===== config.mk =====
export PLATFORM = sky130hd
export DESIGN_NAME = shift_display_top
export DESIGN_NICKNAME = d
export VERILOG_FILES = /design/src/source/shift_display_pkg.sv /design/src/source/token_source.sv /design/src/source/shift_register_with_valid_and_debug.sv /design/src/source/seven_segment_display.sv /design/src/source/shift_display_top.sv
export VERILOG_INCLUDE_DIRS = /design/src /design/src/include
export SDC_FILE = /design/constraint.sdc
export NUM_CORES = 1
export LEC_CHECK = 0
export BUFFER_PORTS_ARGS = -buffer_cell sky130_fd_sc_hd__buf_2
export CORE_MARGIN = 3
export CORE_UTILIZATION = 40
export DETAILED_ROUTE_END_ITERATION = 6
export GPL_TIMING_DRIVEN = 0
export PLACE_DENSITY = 0.54
export SYNTH_ARGS = -nofsm -noshare
export SYNTH_HDL_FRONTEND = slang
export SYNTH_SLANG_ARGS = --single-unit

===== constraint.sdc =====
create_clock -name clk -period 3.2 [get_ports clk]
set_input_delay 0.64 -clock clk [delete_from_list [all_inputs] [get_ports clk]]
set_output_delay 0.64 -clock clk [all_outputs]
set_load 0.01 [all_outputs]

===== src/include/hex_segments.svh =====
// Hex digit segment patterns; included by the shared package and by the testbench
`ifndef hex_segments_svh
`define hex_segments_svh

// Each pattern is abcdefgh with bit 7 as segment a
// A lit segment is 1, and the dot in bit 0 stays dark

`define seg_hex_0 8'b1111_1100
`define seg_hex_1 8'b0110_0000
`define seg_hex_2 8'b1101_1010
`define seg_hex_3 8'b1111_0010
`define seg_hex_4 8'b0110_0110
`define seg_hex_5 8'b1011_0110
`define seg_hex_6 8'b1011_1110
`define seg_hex_7 8'b1110_0000
`define seg_hex_8 8'b1111_1110
`define seg_hex_9 8'b1111_0110
`define seg_hex_a 8'b1110_1110
`define seg_hex_b 8'b0011_1110
`define seg_hex_c 8'b1001_1100
`define seg_hex_d 8'b0111_1010
`define seg_hex_e 8'b1001_1110
`define seg_hex_f 8'b1000_1110

// Full list in index order 0 to f

`define hex_segments_list '{ \
    `seg_hex_0, `seg_hex_1, `seg_hex_2, `seg_hex_3, \
    `seg_hex_4, `seg_hex_5, `seg_hex_6, `seg_hex_7, \
    `seg_hex_8, `seg_hex_9, `seg_hex_a, `seg_hex_b, \
    `seg_hex_c, `seg_hex_d, `seg_hex_e, `seg_hex_f  \
}

`endif


===== src/source/shift_display_pkg.sv =====
// Shared sizes, token table, scan timing and segment patterns, referenced by scoped names

package shift_display_pkg;

    //------------------------------------------------------------------------
    // Datapath sizes
    //------------------------------------------------------------------------

    // Bits per token, one hex digit
    localparam int token_width = 4;

    // Shift stages, also the number of display digits
    localparam int depth = 8;

    // Board push buttons
    localparam int key_width = 4;

    //------------------------------------------------------------------------
    // Token table
    //------------------------------------------------------------------------

    // Fixed permutation of 0..f
    // Walked in order by valid pushes only, so empty slots do not skip entries
    localparam logic [token_width - 1:0] token_table [16] = '{
        4'h2, 4'h6, 4'hd, 4'hb,
        4'h7, 4'he, 4'hc, 4'h4,
        4'h1, 4'h0, 4'h9, 4'ha,
        4'hf, 4'h5, 4'h8, 4'h3
    };

    //------------------------------------------------------------------------
    // Display timing and patterns
    //------------------------------------------------------------------------

    // Clock cycles each digit stays selected
    // Kept tiny for simulation, a board build wants thousands
    localparam int scan_period = 4;

    `include "hex_segments.svh"

    // Indexed by token value
    localparam logic [7:0] hex_segments [16] = `hex_segments_list;

    // Shown for a stage without a valid token
    localparam logic [7:0] blank_segments = 8'b0000_0000;

endpackage


===== src/source/token_source.sv =====
// Decode stage instantiated by the shift display top to count valid pushes and look up tokens

`timescale 1ns/1ps

module token_source
(
    input  logic                                         clk,
    input  logic                                         reset,

    // One-cycle push strobe and the key levels
    input  logic                                         step,
    input  logic [shift_display_pkg::key_width   - 1:0] key,

    // Item offered to the shift register
    output logic                                         push_valid,
    output logic [shift_display_pkg::token_width - 1:0] push_data
);

    //------------------------------------------------------------------------
    // Table geometry
    //------------------------------------------------------------------------

    localparam int entries     = $size(shift_display_pkg::token_table);
    localparam int index_width = $clog2(entries);

    //------------------------------------------------------------------------
    // Push counter
    //------------------------------------------------------------------------

    // Index of the token that the next valid push takes
    logic [index_width - 1:0] count;

    // Any key held makes the push a real token
    assign push_valid = | key;

    // Wraps naturally after the last entry
    always_ff @(posedge clk)
    begin
        if (reset)
            count <= '0;
        else if (step && push_valid)
            count <= count + 1'b1;
    end

    //------------------------------------------------------------------------
    // Token lookup
    //------------------------------------------------------------------------

    // Combinational read that the shift register samples on the same step
    assign push_data = shift_display_pkg::token_table [count];

    //------------------------------------------------------------------------
    // Checks
    //------------------------------------------------------------------------

    // Empty pushes and idle cycles never move the table index
    count_holds_without_push: assert property
    (
        @(posedge clk) disable iff (reset)
            !(step && push_valid) |=> $stable(count)
    )
    else
        $error("token_source: count moved without a valid step");

endmodule


===== src/source/shift_register_with_valid_and_debug.sv =====
// Execute stage instantiated by the shift display top as a valid-tagged shift register with taps

`timescale 1ns/1ps

module shift_register_with_valid_and_debug
#(
    parameter int width = shift_display_pkg::token_width,
    parameter int depth = shift_display_pkg::depth
)
(
    input  logic                              clk,
    input  logic                              reset,

    // One-cycle shift strobe
    input  logic                              step,

    // New item entering stage 0
    input  logic                              in_valid,
    input  logic [width - 1:0]                in_data,

    // Oldest stage that the next step drops
    output logic                              out_valid,
    output logic [width - 1:0]                out_data,

    // Every stage with stage 0 as the newest
    output logic [depth - 1:0]                tap_valid,
    output logic [depth - 1:0][width - 1:0]   tap_data
);

    //------------------------------------------------------------------------
    // Stage registers
    //------------------------------------------------------------------------

    logic [depth - 1:0]              stage_valid;
    logic [depth - 1:0][width - 1:0] stage_data;

    // Empty slots shift exactly like tokens since there is no back-pressure
    always_ff @(posedge clk)
    begin
        if (reset)
        begin
            stage_valid <= '0;
            stage_data  <= '0;
        end
        else if (step)
        begin
            stage_valid [0] <= in_valid;
            stage_data  [0] <= in_data;

            for (int k = 1; k < depth; k++)
            begin
                stage_valid [k] <= stage_valid [k - 1];
                stage_data  [k] <= stage_data  [k - 1];
            end
        end
    end

    //------------------------------------------------------------------------
    // Outputs
    //------------------------------------------------------------------------

    assign out_valid = stage_valid [depth - 1];
    assign out_data  = stage_data  [depth - 1];

    // Debug taps for the display
    assign tap_valid = stage_valid;
    assign tap_data  = stage_data;

    //------------------------------------------------------------------------
    // Checks
    //------------------------------------------------------------------------

    // Between steps the whole register is frozen
    stages_hold_without_step: assert property
    (
        @(posedge clk) disable iff (reset)
            !step |=> $stable(stage_valid) && $stable(stage_data)
    )
    else
        $error("shift register: a stage changed without step");

endmodule


===== src/source/seven_segment_display.sv =====
// Result stage of the shift display; scans the digits, encodes hex and blanks empty stages

`timescale 1ns/1ps

module seven_segment_display
#(
    parameter int digits = shift_display_pkg::depth
)
(
    input  logic                                                        clk,
    input  logic                                                        reset,

    // One value per digit, digit 0 is the rightmost
    input  logic [digits - 1:0][shift_display_pkg::token_width - 1:0] number,
    input  logic [digits - 1:0]                                         number_valid,

    // Segment lines and one-hot digit select
    output logic [7:0]                                                  abcdefgh,
    output logic [digits - 1:0]                                         digit
);

    //------------------------------------------------------------------------
    // Scan timing
    //------------------------------------------------------------------------

    localparam int scan_width = shift_display_pkg::scan_period > 1
                              ? $clog2(shift_display_pkg::scan_period)
                              : 1;

    localparam logic [scan_width - 1:0] scan_last =
        scan_width'(shift_display_pkg::scan_period - 1);

    logic [scan_width - 1:0] scan_count;
    logic                    scan_wrap;

    assign scan_wrap = (scan_count == scan_last);

    always_ff @(posedge clk)
    begin
        if (reset)
            scan_count <= '0;
        else if (scan_wrap)
            scan_count <= '0;
        else
            scan_count <= scan_count + 1'b1;
    end

    //------------------------------------------------------------------------
    // Digit select
    //------------------------------------------------------------------------

    logic [digits - 1:0] digit_next;

    // Rotate left with wrap from the top digit back to digit 0
    assign digit_next = scan_wrap ? ((digit << 1) | (digit >> (digits - 1)))
                                  : digit;

    //------------------------------------------------------------------------
    // Segment encoding
    //------------------------------------------------------------------------

    logic [shift_display_pkg::token_width - 1:0] selected_number;
    logic                                        selected_valid;
    logic [7:0]                                  segments_next;

    // Pick the value for the digit that is about to be lit
    always_comb
    begin
        selected_number = '0;
        selected_valid  = 1'b0;

        for (int i = 0; i < digits; i++)
        begin
            if (digit_next [i])
            begin
                selected_number = number       [i];
                selected_valid  = number_valid [i];
            end
        end
    end

    assign segments_next = selected_valid
                         ? shift_display_pkg::hex_segments [selected_number]
                         : shift_display_pkg::blank_segments;

    // Segments and select change on the same edge, so no ghosting
    always_ff @(posedge clk)
    begin
        if (reset)
        begin
            digit    <= digits'(1);
            abcdefgh <= shift_display_pkg::blank_segments;
        end
        else
        begin
            digit    <= digit_next;
            abcdefgh <= segments_next;
        end
    end

    //------------------------------------------------------------------------
    // Checks
    //------------------------------------------------------------------------

    digit_one_hot: assert property
    (
        @(posedge clk) disable iff (reset)
            $onehot(digit)
    )
    else
        $error("display: digit select is not one-hot");

endmodule


===== src/source/shift_display_top.sv =====
// Top level of the shift display demo; wires token source, shift register and display

`timescale 1ns/1ps

module shift_display_top
(
    input  logic                                         clk,
    input  logic                                         reset,

    // Push strobe and keys
    input  logic                                         step,
    input  logic [shift_display_pkg::key_width   - 1:0] key,

    // Multiplexed seven-segment display
    output logic [7:0]                                   abcdefgh,
    output logic [shift_display_pkg::depth       - 1:0] digit,

    // Oldest stage of the shift register
    output logic                                         out_valid,
    output logic [shift_display_pkg::token_width - 1:0] out_data
);

    //------------------------------------------------------------------------
    // Decode
    //------------------------------------------------------------------------

    logic                                        push_valid;
    logic [shift_display_pkg::token_width - 1:0] push_data;

    token_source i_source
    (
        .clk        (clk),
        .reset      (reset),
        .step       (step),
        .key        (key),
        .push_valid (push_valid),
        .push_data  (push_data)
    );

    //------------------------------------------------------------------------
    // Execute
    //------------------------------------------------------------------------

    logic [shift_display_pkg::depth - 1:0]                                        tap_valid;
    logic [shift_display_pkg::depth - 1:0][shift_display_pkg::token_width - 1:0] tap_data;

    shift_register_with_valid_and_debug
    #(
        .width (shift_display_pkg::token_width),
        .depth (shift_display_pkg::depth)
    )
    i_shift
    (
        .clk       (clk),
        .reset     (reset),
        .step      (step),
        .in_valid  (push_valid),
        .in_data   (push_data),
        .out_valid (out_valid),
        .out_data  (out_data),
        .tap_valid (tap_valid),
        .tap_data  (tap_data)
    );

    //------------------------------------------------------------------------
    // Result
    //------------------------------------------------------------------------

    logic [shift_display_pkg::depth - 1:0]                                        shown_valid;
    logic [shift_display_pkg::depth - 1:0][shift_display_pkg::token_width - 1:0] shown_data;

    // Newest stage on the leftmost digit
    for (genvar i = 0; i < shift_display_pkg::depth; i++)
    begin : gen_mirror
        assign shown_valid [i] = tap_valid [shift_display_pkg::depth - 1 - i];
        assign shown_data  [i] = tap_data  [shift_display_pkg::depth - 1 - i];
    end

    seven_segment_display
    #(
        .digits (shift_display_pkg::depth)
    )
    i_display
    (
        .clk          (clk),
        .reset        (reset),
        .number       (shown_data),
        .number_valid (shown_valid),
        .abcdefgh     (abcdefgh),
        .digit        (digit)
    );

endmodule


==> results of run 1 <==
[routing by layer]
metal	vias to the layer above	global-route usage, %
met2	49	26.9
met1	1251	25.5
met4	0	4.21
li1	1335	-
met5	-	0
met3	8	4.40
[registers in the layout, summed over array words and instances (netlist names)]
signal,cells
i_display.abcdefgh,7
i_display.digit,8
i_display.scan_count,2
i_shift.out_data,4
i_shift.tap_data,28
i_shift.tap_valid,8
i_source.count,4
[cells in the mapped netlist (3+ instances only)]
cell / n
buf_6: 3
dfxtp_1: 61
nor3_1: 4
o22a_1: 3
a211oi_1: 5
a21o_1: 3
ha_1: 12
nor2_1: 59
nor2b_1: 5
or3_1: 3
o211ai_1: 4
nand2_1: 16
nor3b_1: 5
a31oi_1: 3
inv_1: 12
clkbuf_1: 12
nand2b_1: 3
a22oi_1: 3
mux2i_1: 47
buf_4: 9
mux2_2: 3
a21oi_1: 19
o21ai_0: 16
[report_power, final]
group,total (mW),switching (mW),internal (mW)
Combinational,0.162,0.0926,0.0698
Sequential,0.789,0.0148,0.775
Clock,0.695,0.333,0.362
[logic make-up after synthesis]
kind of cell / Yosys count
fa+ha+maj: 12
compound gates: 78
mux: 54
xor+xnor: 3
buf+inv: 40
other cells: 1
simple gates: 110
flops: 61
[cell type report]
cell class	instances	area share, %
buffer	28	4.37
timing repair buffer	26	3.54
tap	102	3.40
multi-input combinational	258	49.6
sequential	61	32.6
clock buffer	9	3.30
inverter	12	1.20
clock inverter	7	2.00
[critical path: cells and delay by family, from the launching register on]
kind / cells / cell delay (ps)
AOI/OAI and AO/OA: 5 / 930
buffers and inverters: 3 / 480
DFF: 1 / 350
adders and majority gates: 2 / 510
muxes: 2 / 640
[worst paths after layout]
check	from	to	depth (start not counted)
worst min-delay path	i_display.scan_count[0]	i_display.scan_count[0]	1
worst min register to register	i_display.scan_count[0]	i_display.scan_count[0]	1
worst max register to register	i_display.scan_count[0]	i_display.abcdefgh[7]	12
worst max-delay path	i_display.scan_count[0]	i_display.abcdefgh[7]	12
[cells in the final DEF (no fill, tap or decap), drive strengths merged, types with 4 or more instances in the layout]
| cell | instances |
|---|---|
| clkbuf | 21 |
| a21oi | 20 |
| nor2 | 59 |
| nor3 | 5 |
| mux2i | 47 |
| inv | 13 |
| nor2b | 5 |
| ha | 12 |
| o21ai | 17 |
| buf | 42 |
| dfxtp | 61 |
| nor3b | 7 |
| mux2 | 5 |
| nand2 | 16 |
| a211oi | 6 |
| o211ai | 4 |
[repair_timing]
item	CTS	global route
gates resized for setup	0	1
setup endpoints to repair	1	1
buffers inserted	1	0
endpoints found under the hold margin	0	0
pin swaps	0	1
==> summary.md, run 1 <==
| Metric | Value |
|---|---|
| Status | completed |
| Crit-path cells | ha_1 -> buf_4 -> buf_6 -> mux2i_2 -> a31oi_1 -> a41oi_2 -> inv_1 -> ha_1 -> a31o_2 -> o22a_1 -> mux2_4 -> o2bb2ai_2 |
| GR Util All Layers | ~18% |
| DR WL met3 | between 200 and 300 µm |
| Via-to-Cell Ratio | about 5.3 |
| Die ar. | around 9300 µm² |
| Synth Area in Adders | 4.57% |
| Worst clock skew | slightly above 10 ps |
| Main combinational cell family by area after synthesis | multiplexers |
| Syn Nets | approximately 380 |
| Nets | 415 |
| Pwr Total | around 1.6 mW |
| Final Hold Fails | 0 |
| Syn Area/Cell | 9.16 µm² |
| Antenna viol nets, final | 0 |
| Clock latency on the worst-skew pair | 340 ps |
| Worst setup path class | register to register |
| Relative slew margins | 49.9% |
| Worst path max stage delay | ~370 ps |
| CTS clk-pin slew, worst paths | around 70 ps |
| Largest area contributor in the netlist | dfxtp_1 |
| Non-Filler Instances | around 500 |
| Slowest-stage cell, CP | mux2i_2 |
| Hold slack | ~450 ps |
| Worst Tran Pin Value | roughly 750 ps |
| Yosys reg bits | 61 |
| DR DRC count | 0 |
| CP required | approximately 3500 ps |
| Grt ovf | 0 |
| Slew Limit Fails | 0 |
| Crit path time final | 2980 ps |
| Total iterations of the first detailed-routing run | 4 |
| Fin area | between 3000 and 4000 µm² |
| Sequential area share after synthesis | a little under two fifths |
| Starting Density | roughly two fifths |
| Most used DFF post-synth | dfxtp_1 |
| Chip height | ~97 µm |
| Routed WL per cell | roughly 16 µm |
| Htree depth | 3 |
| Synth Area in XOR/XNOR | 0.799% |
| TritonCTS clock tree | built |
| Mux cell area share after synthesis | 17.6% |
| FF/Latch Area | 1220 µm² |
| Port-buffer cells | 25 |
| CP dominant cell by count | ha_1 |
| Final setup viols | 0 |
| CTS buffer count | 9 |
| P_leak | 1.63 nW |
| Maximum VDD drop | about 250 µV |
| First-pass GRT wire length | between 10,000 and 15,000 µm |
| Die width | about 97 µm |
| Final HPWL DP | between 6000 and 7000 µm |
| Layout cells sized above 1 | between 10% and 20% |
| Post-Place Cell Area | between 3000 and 4000 µm² |
| Number of diodes | 0 |
| Compound-gate portion of the synthesized area | between 15 and 20% |
| Root Driver | clkbuf_8 |
| Final WS setup | ~220 ps |
| Vias | approximately 2.6k |
| Filler cells | ~800 |
| Setup TNS | 0 ps |
| Clock net sink count | between 60 and 70 |
| Flop2flop setup slack | between 200 and 250 ps |
| Critical path endpoint category | register |
| Worst hold path class | register to register |
| Post-Synth Simple-Gate Area | 16.4% |
| Worst setup SP type | register |
| Util after Layout | between 40% and 50% |
| CTS Hold Bufs | 0 |
| Core Region | roughly 7800 µm² |
| Ys Warns | 0 |
| Detailed-route wire length | between 8000 and 9000 µm |
| Dpl ws | -113 ps |
| Multi-input gate area | 1860 µm² |
| Layout area overhead | 14.1% |
| RD Place Congestion | ~0.84 |
| Metal2 WL | ~3600 µm |
| Post-synth top area share | a little under two fifths |
| Synth Cell Area | roughly 3300 µm² |
| Drt initial violations | 148 |
| Mapped Cells | around 360 |
| Largest net degree at the start of global routing | 13 |
| Max Cap Viol | 0 |
| Peak fanout along the critical path | 10 |
| Netlist cell types | 61 |
| EDFF count, synth | 0 |
| Maximum root-to-sink buffer count | 2 |
| Number of global-route vias before repair | 2,503 |
| Worst path arrival time | around 3300 ps |
| M1 WL | about 4200 µm |
| Area contributors post-synth | dfxtp_1, mux2i_1, nor2_1 |
| Maximum clock rate | 336 MHz |
| Top sig layer | met4 |
| # IOs | 28 |
| Initial antenna violation count | 0 |
| Ys async rst share | 0% |
| # rows | 32 |
| Pwr/cell area | around 440 nW/µm² |
| Placed cell count | between 400 and 500 |
| Final period util | just over 90% |
| RSZ-0062 raised after global routing | no |
No activity file was read; power rests on OpenSTA's default activity.
==> run 2, diff against run 1 <==
ABC_AREA = 1   (was not set)
==> summary.md, run 2 <==
| Metric | Value |
|---|---|
| Status | completed (unchanged) |
| Slew Limit Fails | 0 (unchanged) |
| Placed cell count | 535 (was 486) |
| Final Hold Fails | 0 (unchanged) |
| Most frequent cells in the layout | nor2_1, dfxtp_1, nand2_1 (was dfxtp_1, nor2_1, mux2i_1) |
| CP required | 3480 ps (was 3470 ps) |
| Cts repair resizes | 0 (unchanged) |
| GR Util All Layers | 18.1% (was 17.8%) |
| Mapped Cells | 414 (was 359) |
| R2R depth | 18 (was 12) |
| RD Place Congestion | 0.782 (was 0.836) |
| Worst hold path depth | 1 (unchanged) |
| Final setup viols | 0 (unchanged) |
| Chip height | 92.7 µm (was 96.7 µm) |
| Setup TNS | 0 ps (unchanged) |
| Worst Tran Pin Value | 782 ps (was 752 ps) |
| Number of diodes | 0 (unchanged) |
| Worst reg2reg path startpoint | i_display.scan_count[0] (unchanged) |
| Starting Density | 42.8% (was 41.9%) |
| First-pass GRT wire length | 12,400 µm (was 13,300 µm) |
| Hold Path Sink | i_display.scan_count[0] (unchanged) |
| CTS Hold Bufs | 0 (unchanged) |
| Postcts setup bufs | 0 (was 1) |
| P_leak | 1.57 nW (was 1.63 nW) |
| Final WS setup | 661 ps (was 223 ps) |
| Post-Place Cell Area | 3250 µm² (was 3540 µm²) |
| # rows | 30 (was 32) |
| Filler cells | 756 (was 802) |
| Antenna viol nets, final | 0 (unchanged) |
| Layout cells sized above 1 | 16.9% (was 19.0%) |
| Number of global-route vias before repair | 2,576 (was 2,503) |
| TritonCTS clock tree | built (unchanged) |
| Final period util | 79.4% (was 93.0%) |
| Slowest-stage cell, CP | dfxtp_1 (was mux2i_2) |
| Worst path max stage delay | 320 ps (was 370 ps) |
| Worst setup SP type | register (unchanged) |
| Syn Nets | 433 (was 378) |
| Yosys reg bits | 61 (unchanged) |
| Crit-path cells | ha_1 -> inv_2 -> nand2_1 -> nand2_2 -> inv_1 -> nor2_1 -> nor2_1 -> nand2_1 -> nand2_1 -> nand2_1 -> nand2_1 -> a21oi_2 -> inv_1 -> ha_1 -> inv_1 -> nand2_1 -> nand3_1 -> a21oi_1 (was ha_1 -> buf_4 -> buf_6 -> mux2i_2 -> a31oi_1 -> a41oi_2 -> inv_1 -> ha_1 -> a31o_2 -> o22a_1 -> mux2_4 -> o2bb2ai_2) |
| Worst hold path class | register to register (unchanged) |
| Total iterations of the first detailed-routing run | 4 (unchanged) |
| Peak fanout along the critical path | 7 (was 10) |
| Ys async rst share | 0% (unchanged) |
| FF/Latch Area | 1220 µm² (unchanged) |
| Die width | 92.7 µm (was 96.7 µm) |
| Sequential area share after synthesis | 40.6% (was 37.1%) |
| Vias | 2,684 (was 2,643) |
| Via-to-Cell Ratio | 4.87 (was 5.25) |
| Root Driver | clkbuf_8 (unchanged) |
| Maximum VDD drop | 225 µV (was 251 µV) |
| Flop2flop setup slack | 660 ps (was 220 ps) |
| Post-synth top cells | nor2_1, dfxtp_1, nand2_1, o21ai_0, a21oi_1 (was dfxtp_1, nor2_1, mux2i_1, a21oi_1) |
| EDFF count, synth | 0 (unchanged) |
| Pwr Total | 2.09 mW (was 1.65 mW) |
| CTS clk-pin slew, worst paths | 70 ps (about the same) |
| Ys Warns | 0 (unchanged) |
| Hold slack | 432 ps (was 455 ps) |
| Drt initial violations | 136 (was 148) |
| Dpl ws | 652 ps (was -113 ps) |
| Worst clock skew | 8.56 ps (was 10.1 ps) |
| Largest area contributor in the netlist | dfxtp_1 (unchanged) |
| DR DRC count | 0 (unchanged) |
| Multi-input gate area | 1560 µm² (was 1860 µm²) |
| Worst path arrival time | 2820 ps (was 3250 ps) |
| Worst setup path class | register to register (unchanged) |
| Detailed-route wire length | 7170 µm (was 8180 µm) |
| Fin area | 3450 µm² (was 3750 µm²) |
| Layout area overhead | 14.8% (was 14.1%) |
| Htree depth | 3 (unchanged) |
| Maximum root-to-sink buffer count | 2 (unchanged) |
| Die ar. | 8590 µm² (was 9340 µm²) |
| Top-count cell post-synth | nor2_1 (was dfxtp_1) |
| Worst R2R End | i_display.abcdefgh[4] (was i_display.abcdefgh[7]) |
| Most used DFF post-synth | dfxtp_1 (unchanged) |
| Grt ovf | 0 (unchanged) |
| Commonest non-fill, non-tap cell in the layout | nor2_1 (was dfxtp_1) |
| Syn Area/Cell | 7.26 µm² (was 9.16 µm²) |
| Largest net degree at the start of global routing | 12 (was 13) |
| Crit path time final | 2540 ps (was 2980 ps) |
| Clock net sink count | 61 (unchanged) |
| Area contributors post-synth | dfxtp_1, nor2_1, o21ai_0 (was dfxtp_1, mux2i_1, nor2_1) |
| # IOs | 28 (unchanged) |
| RSZ-0062 raised after global routing | no (unchanged) |
| Clock latency on the worst-skew pair | 340 ps (about the same) |
| Critical path endpoint category | register (unchanged) |
| CP dominant cell by count | nand2_1 (was ha_1) |
| Nets | 469 (was 415) |
| Final HPWL DP | 5230 µm (was 6050 µm) |
| Core Region | 7020 µm² (was 7850 µm²) |
| Pwr/cell area | 605 nW/µm² (was 439 nW/µm²) |
| Util after Layout | 49.1% (was 47.8%) |
| CTS buffer count | 9 (unchanged) |
| Max FFs per register | 28 (unchanged) |
| Relative slew margins | 47.2% (was 49.9%) |
| Post-synth top area share | 40.6% (was 37.1%) |
| Non-Filler Instances | 551 (was 503) |
| Synth Cell Area | 3000 µm² (was 3290 µm²) |
| Netlist cell types | 40 (was 61) |
| Min-delay src | i_display.scan_count[0] (unchanged) |
| Max Cap Viol | 0 (unchanged) |
| Maximum clock rate | 394 MHz (was 336 MHz) |
| Initial antenna violation count | 0 (unchanged) |
| Routed WL per cell | 13.0 µm (was 16.3 µm) |
| Port-buffer cells | 25 (unchanged) |
## run 2: area by class of cell
type | instances | share of cell area, %
clock inverter | 6 | 1.81
inverter | 27 | 2.94
tap | 96 | 3.48
sequential | 61 | 35.4
timing repair buffer | 25 | 3.63
buffer | 22 | 3.59
clock buffer | 10 | 3.99
multi-input combinational | 304 | 45.2
## run 2: where the power goes
part | leakage (nW) | switching, mW | internal, mW
Sequential | 0.502 | 0.0368 | 0.823
Clock | 0.0943 | 0.316 | 0.377
Combinational | 0.977 | 0.340 | 0.193
## run 2: cell families (layout without fill, tap and decap cells)
| family | count (synthesis) | count (layout) | synth area share (%) |
|---|---|---|---|
| AO/OA/AOI/OAI | 95 | 95 | 18.6 |
| flip-flops | 61 | 61 | 40.6 |
| adder cells (fa/ha/maj) | 12 | 12 | 5.00 |
| AND/OR/NAND/NOR | 196 | 196 | 28.2 |
| other | 1 | 1 | 0.125 |
| buffers and inverters | 49 | 90 | 7.50 |
## run 2: worst max-delay path by stage
stage	slack, ps	start	end	depth (start not counted)
after global placement	670	i_display.scan_count[0]	i_display.abcdefgh[4]	18
final	660	i_display.scan_count[0]	i_display.abcdefgh[4]	18
after floorplan	1010	i_display.scan_count[0]	i_display.abcdefgh[4]	14
after global routing	380	i_display.scan_count[0]	i_display.abcdefgh[4]	18
after CTS	660	i_display.scan_count[0]	i_display.abcdefgh[4]	18
after detailed placement	650	i_display.scan_count[0]	i_display.abcdefgh[4]	18
## run 2: layer usage
layer / routed length, µm / share of wire (%) / GRT usage [%] / vias to the layer above
met1: 3790 / 53 / 25.3 / 1230
li1: - / - / - / 1405
met2: 3020 / 42 / 27.6 / 41
met3: 262 / 3.7 / 4.87 / 8
met5: 0 / 0 / 0 / -
met4: 94 / 1.3 / 4.76 / 0
## run 2: worst max-delay path: cells and delay by family (launching register included)
family / cells / cell delay, ps
AO/OA/AOI/OAI: 2 / 430
buffers and inverters: 4 / 450
adder cells (fa/ha/maj): 2 / 580
flip-flops: 1 / 320
AND/OR/NAND/NOR: 10 / 690
==> run 3, diff against run 2 <==
PLACE_DENSITY = 0.57   (was 0.54)
clock period = 2.2 ns   (was 3.2 ns; I/O delays follow)
==> summary.md, run 3 (synthesized netlist as in run 2, its figures left out) <==
| Metric | Value |
|---|---|
| Pwr/cell area | 839 nW/µm² (was 605 nW/µm²) |
| Maximum root-to-sink buffer count | 2 (unchanged) |
| Int Power | 2.11 mW (was 1.39 mW) |
| Util after Layout | 54.2% (was 49.1%) |
| Worst setup path class | register to register (unchanged) |
| Critical path endpoint category | register (unchanged) |
| Maximum clock rate | 458 MHz (was 394 MHz) |
| Met1 Use GR | 26.7% (was 25.3%) |
| Final WS setup | 14.4 ps (was 661 ps) |
| P_sw | 1.08 mW (was 0.693 mW) |
| Worst hold path class | input pin to register (was register to register) |
| Number of global-route vias before repair | 2,656 (was 2,576) |
| Worst path arrival time | 2470 ps (was 2820 ps) |
| RD Place Congestion | 0.803 (was 0.782) |
| R2R depth | 13 (was 18) |
| Clock latency on the worst-skew pair | 340 ps (about the same) |
| Layout area overhead | 26.7% (was 14.8%) |
| Top delay family on crit path | simple AND/OR/NAND/NOR gates (unchanged) |
| Largest net degree at the start of global routing | 11 (was 12) |
| Root Driver | clkbuf_8 (unchanged) |
| CP required | 2480 ps (was 3480 ps) |
| TritonCTS clock tree | built (unchanged) |
| Crit path launch | i_display.scan_count[0] (unchanged) |
| Crit path time final | 2190 ps (was 2540 ps) |
| Dpl ws | -335 ps (was 652 ps) |
| Worst path bufs/invs | 3 (was 4) |
| Fin area | 3800 µm² (was 3450 µm²) |
| Slew Limit Fails | 0 (unchanged) |
| Via-to-Cell Ratio | 4.99 (was 4.87) |
| Die width | 92.7 µm (unchanged) |
| Max Cap Viol | 0 (unchanged) |
| Worst setup SP type | register (unchanged) |
| Non-Filler Instances | 570 (was 551) |
| Worst reg2reg path startpoint | i_display.scan_count[0] (unchanged) |
| First-pass GRT wire length | 12,900 µm (was 12,400 µm) |
| Sw frac | 34.0% (was 33.2%) |
| Layout cells sized above 1 | 27.2% (was 16.9%) |
| Htree depth | 3 (unchanged) |
| CTS clk-pin slew, worst paths | 60 ps (was 70 ps) |
| Antenna viol nets, final | 0 (unchanged) |
| Placed cell count | 535 (unchanged) |
| Detailed-route wire length | 7910 µm (was 7170 µm) |
| Status | completed (unchanged) |
| Crit-path cells | ha_4 -> inv_6 -> or2_4 -> o21ai_4 -> clkinvlp_4 -> nor2_2 -> nand2_2 -> nand2_4 -> inv_4 -> ha_1 -> nand3_2 -> nand3_1 -> a21oi_2 (was ha_1 -> inv_2 -> nand2_1 -> nand2_2 -> inv_1 -> nor2_1 -> nor2_1 -> nand2_1 -> nand2_1 -> nand2_1 -> nand2_1 -> a21oi_2 -> inv_1 -> ha_1 -> inv_1 -> nand2_1 -> nand3_1 -> a21oi_1) |
| Worst Tran Pin Value | 766 ps (was 782 ps) |
| Hold Path Sink | i_display.digit[7] (was i_display.scan_count[0]) |
| Final setup viols | 0 (unchanged) |
| Core Region | 7020 µm² (unchanged) |
| Chip height | 92.7 µm (unchanged) |
| Number of diodes | 0 (unchanged) |
| Flop2flop setup slack | 10 ps (was 660 ps) |
| Sequential Power Share | 39.4% (was 41.2%) |
| Worst clock skew | 4.04 ps (was 8.56 ps) |
| # rows | 30 (unchanged) |
| Grt ovf | 0 (unchanged) |
| Total iterations of the first detailed-routing run | 6 (was 4) |
| Initial antenna violation count | 0 (unchanged) |
| # IOs | 28 (unchanged) |
| Max FFs per register | 28 (unchanged) |
| Nets | 489 (was 469) |
| Post-Place Cell Area | 3250 µm² (unchanged) |
| DR DRC count | 0 (unchanged) |
| P_leak | 1.71 nW (was 1.57 nW) |
| Comb pwr share | 31.8% (was 25.6%) |
| Vias | 2,845 (was 2,684) |
| CTS buffer count | 9 (unchanged) |
| Die ar. | 8590 µm² (unchanged) |
| CTS Hold Bufs | 0 (unchanged) |
| Final Hold Fails | 0 (unchanged) |
| Starting Density | 42.8% (unchanged) |
| Relative slew margins | 48.2% (was 47.2%) |
| GR Util All Layers | 19.0% (was 18.1%) |
| Worst R2R End | i_display.abcdefgh[4] (unchanged) |
| Most frequent cells in the layout | nor2_1, dfxtp_1, o21ai_0 (was nor2_1, dfxtp_1, nand2_1) |
| GRT Max-Usage Layer | met2 (unchanged) |
| Grt met3 use | 3.01% (was 4.87%) |
| Worst hold path depth | 2 (was 1) |
| Final period util | 99.3% (was 79.4%) |
| Met2 Use GR | 27.9% (was 27.6%) |
| Commonest non-fill, non-tap cell in the layout | nor2_1 (unchanged) |
| Peak fanout along the critical path | 6 (was 7) |
| Clock network power share | 28.8% (was 33.2%) |
| Min-delay src | reset (was i_display.scan_count[0]) |
| Drt initial violations | 180 (was 136) |
| Slowest-stage cell, CP | dfxtp_2 (was dfxtp_1) |
| Routed WL per cell | 13.9 µm (was 13.0 µm) |
| RSZ-0062 raised after global routing | yes (was no) |
| Maximum VDD drop | 318 µV (was 225 µV) |
| Final HPWL DP | 5220 µm (was 5230 µm) |
| Port-buffer cells | 25 (unchanged) |
| Clock net sink count | 61 (unchanged) |
| Worst path max stage delay | 350 ps (was 320 ps) |
## run 3: area by class of cell
type,count,area (µm²)
inverters,27,125
plain buffers,21,121
repair buffers,46,300
fillers,701,3210
multi-input cells,304,1740
well taps,96,120
clock buffers,14,173
clock inverters,1,5.00
flip-flops and latches,61,1220
## run 3: stage by stage
| stage | power (mW) | hold slack [ps] | TNS (ps) |
|---|---|---|---|
| finish | 3.19 | 321 | 0 |
| global route | 3.39 | 327 | -614 |
| CTS | 3.02 | 304 | 0 |
| detailed placement | 2.05 | 420 | -1880 |
| global placement | 2.04 | 417 | -2000 |
| floorplan | 1.86 | 404 | 0 |
## run 3: worst max path at each step
stage / endpoint / cells after the start
6_report: i_display.abcdefgh[4] / 13
5_1_grt: i_display.abcdefgh[4] / 17
4_1_cts: i_display.abcdefgh[4] / 16
3_5_place_dp: i_display.abcdefgh[4] / 18
3_3_place_gp: i_display.abcdefgh[4] / 18
2_1_floorplan: i_display.abcdefgh[4] / 14
## run 3: worst register-to-register path, delay by kind of cell, from the launching register on
kind	cells	cell delay, ps
and+or+nand+nor	6	770
AOI/OAI and AO/OA	2	240
adders and majority gates	2	410
buffers and inverters	3	350
DFF	1	350
## run 3: power by group through the flow
stage,sequential [mW],combinational (mW),clock (mW)
floorplan,1.28,0.574,0
global placement,1.28,0.766,0
detailed placement,1.28,0.770,0
CTS,1.25,0.821,0.943
global route,1.27,1.14,0.981
finish,1.26,1.02,0.918
## run 3: what timing repair did
item,4_1_cts,5_1_grt
gates resized for setup,14,46
setup endpoints to repair,7,7
hold endpoints to repair,0,0
cloned,0,1
pin swaps,2,18
buffers inserted,5,15
## run 3: routing by layer
layer	vias to the layer above	part of all wire, %
li1	1454	-
met1	1303	48
met2	74	44
met3	14	4.8
met4	0	2.4
met5	-	0
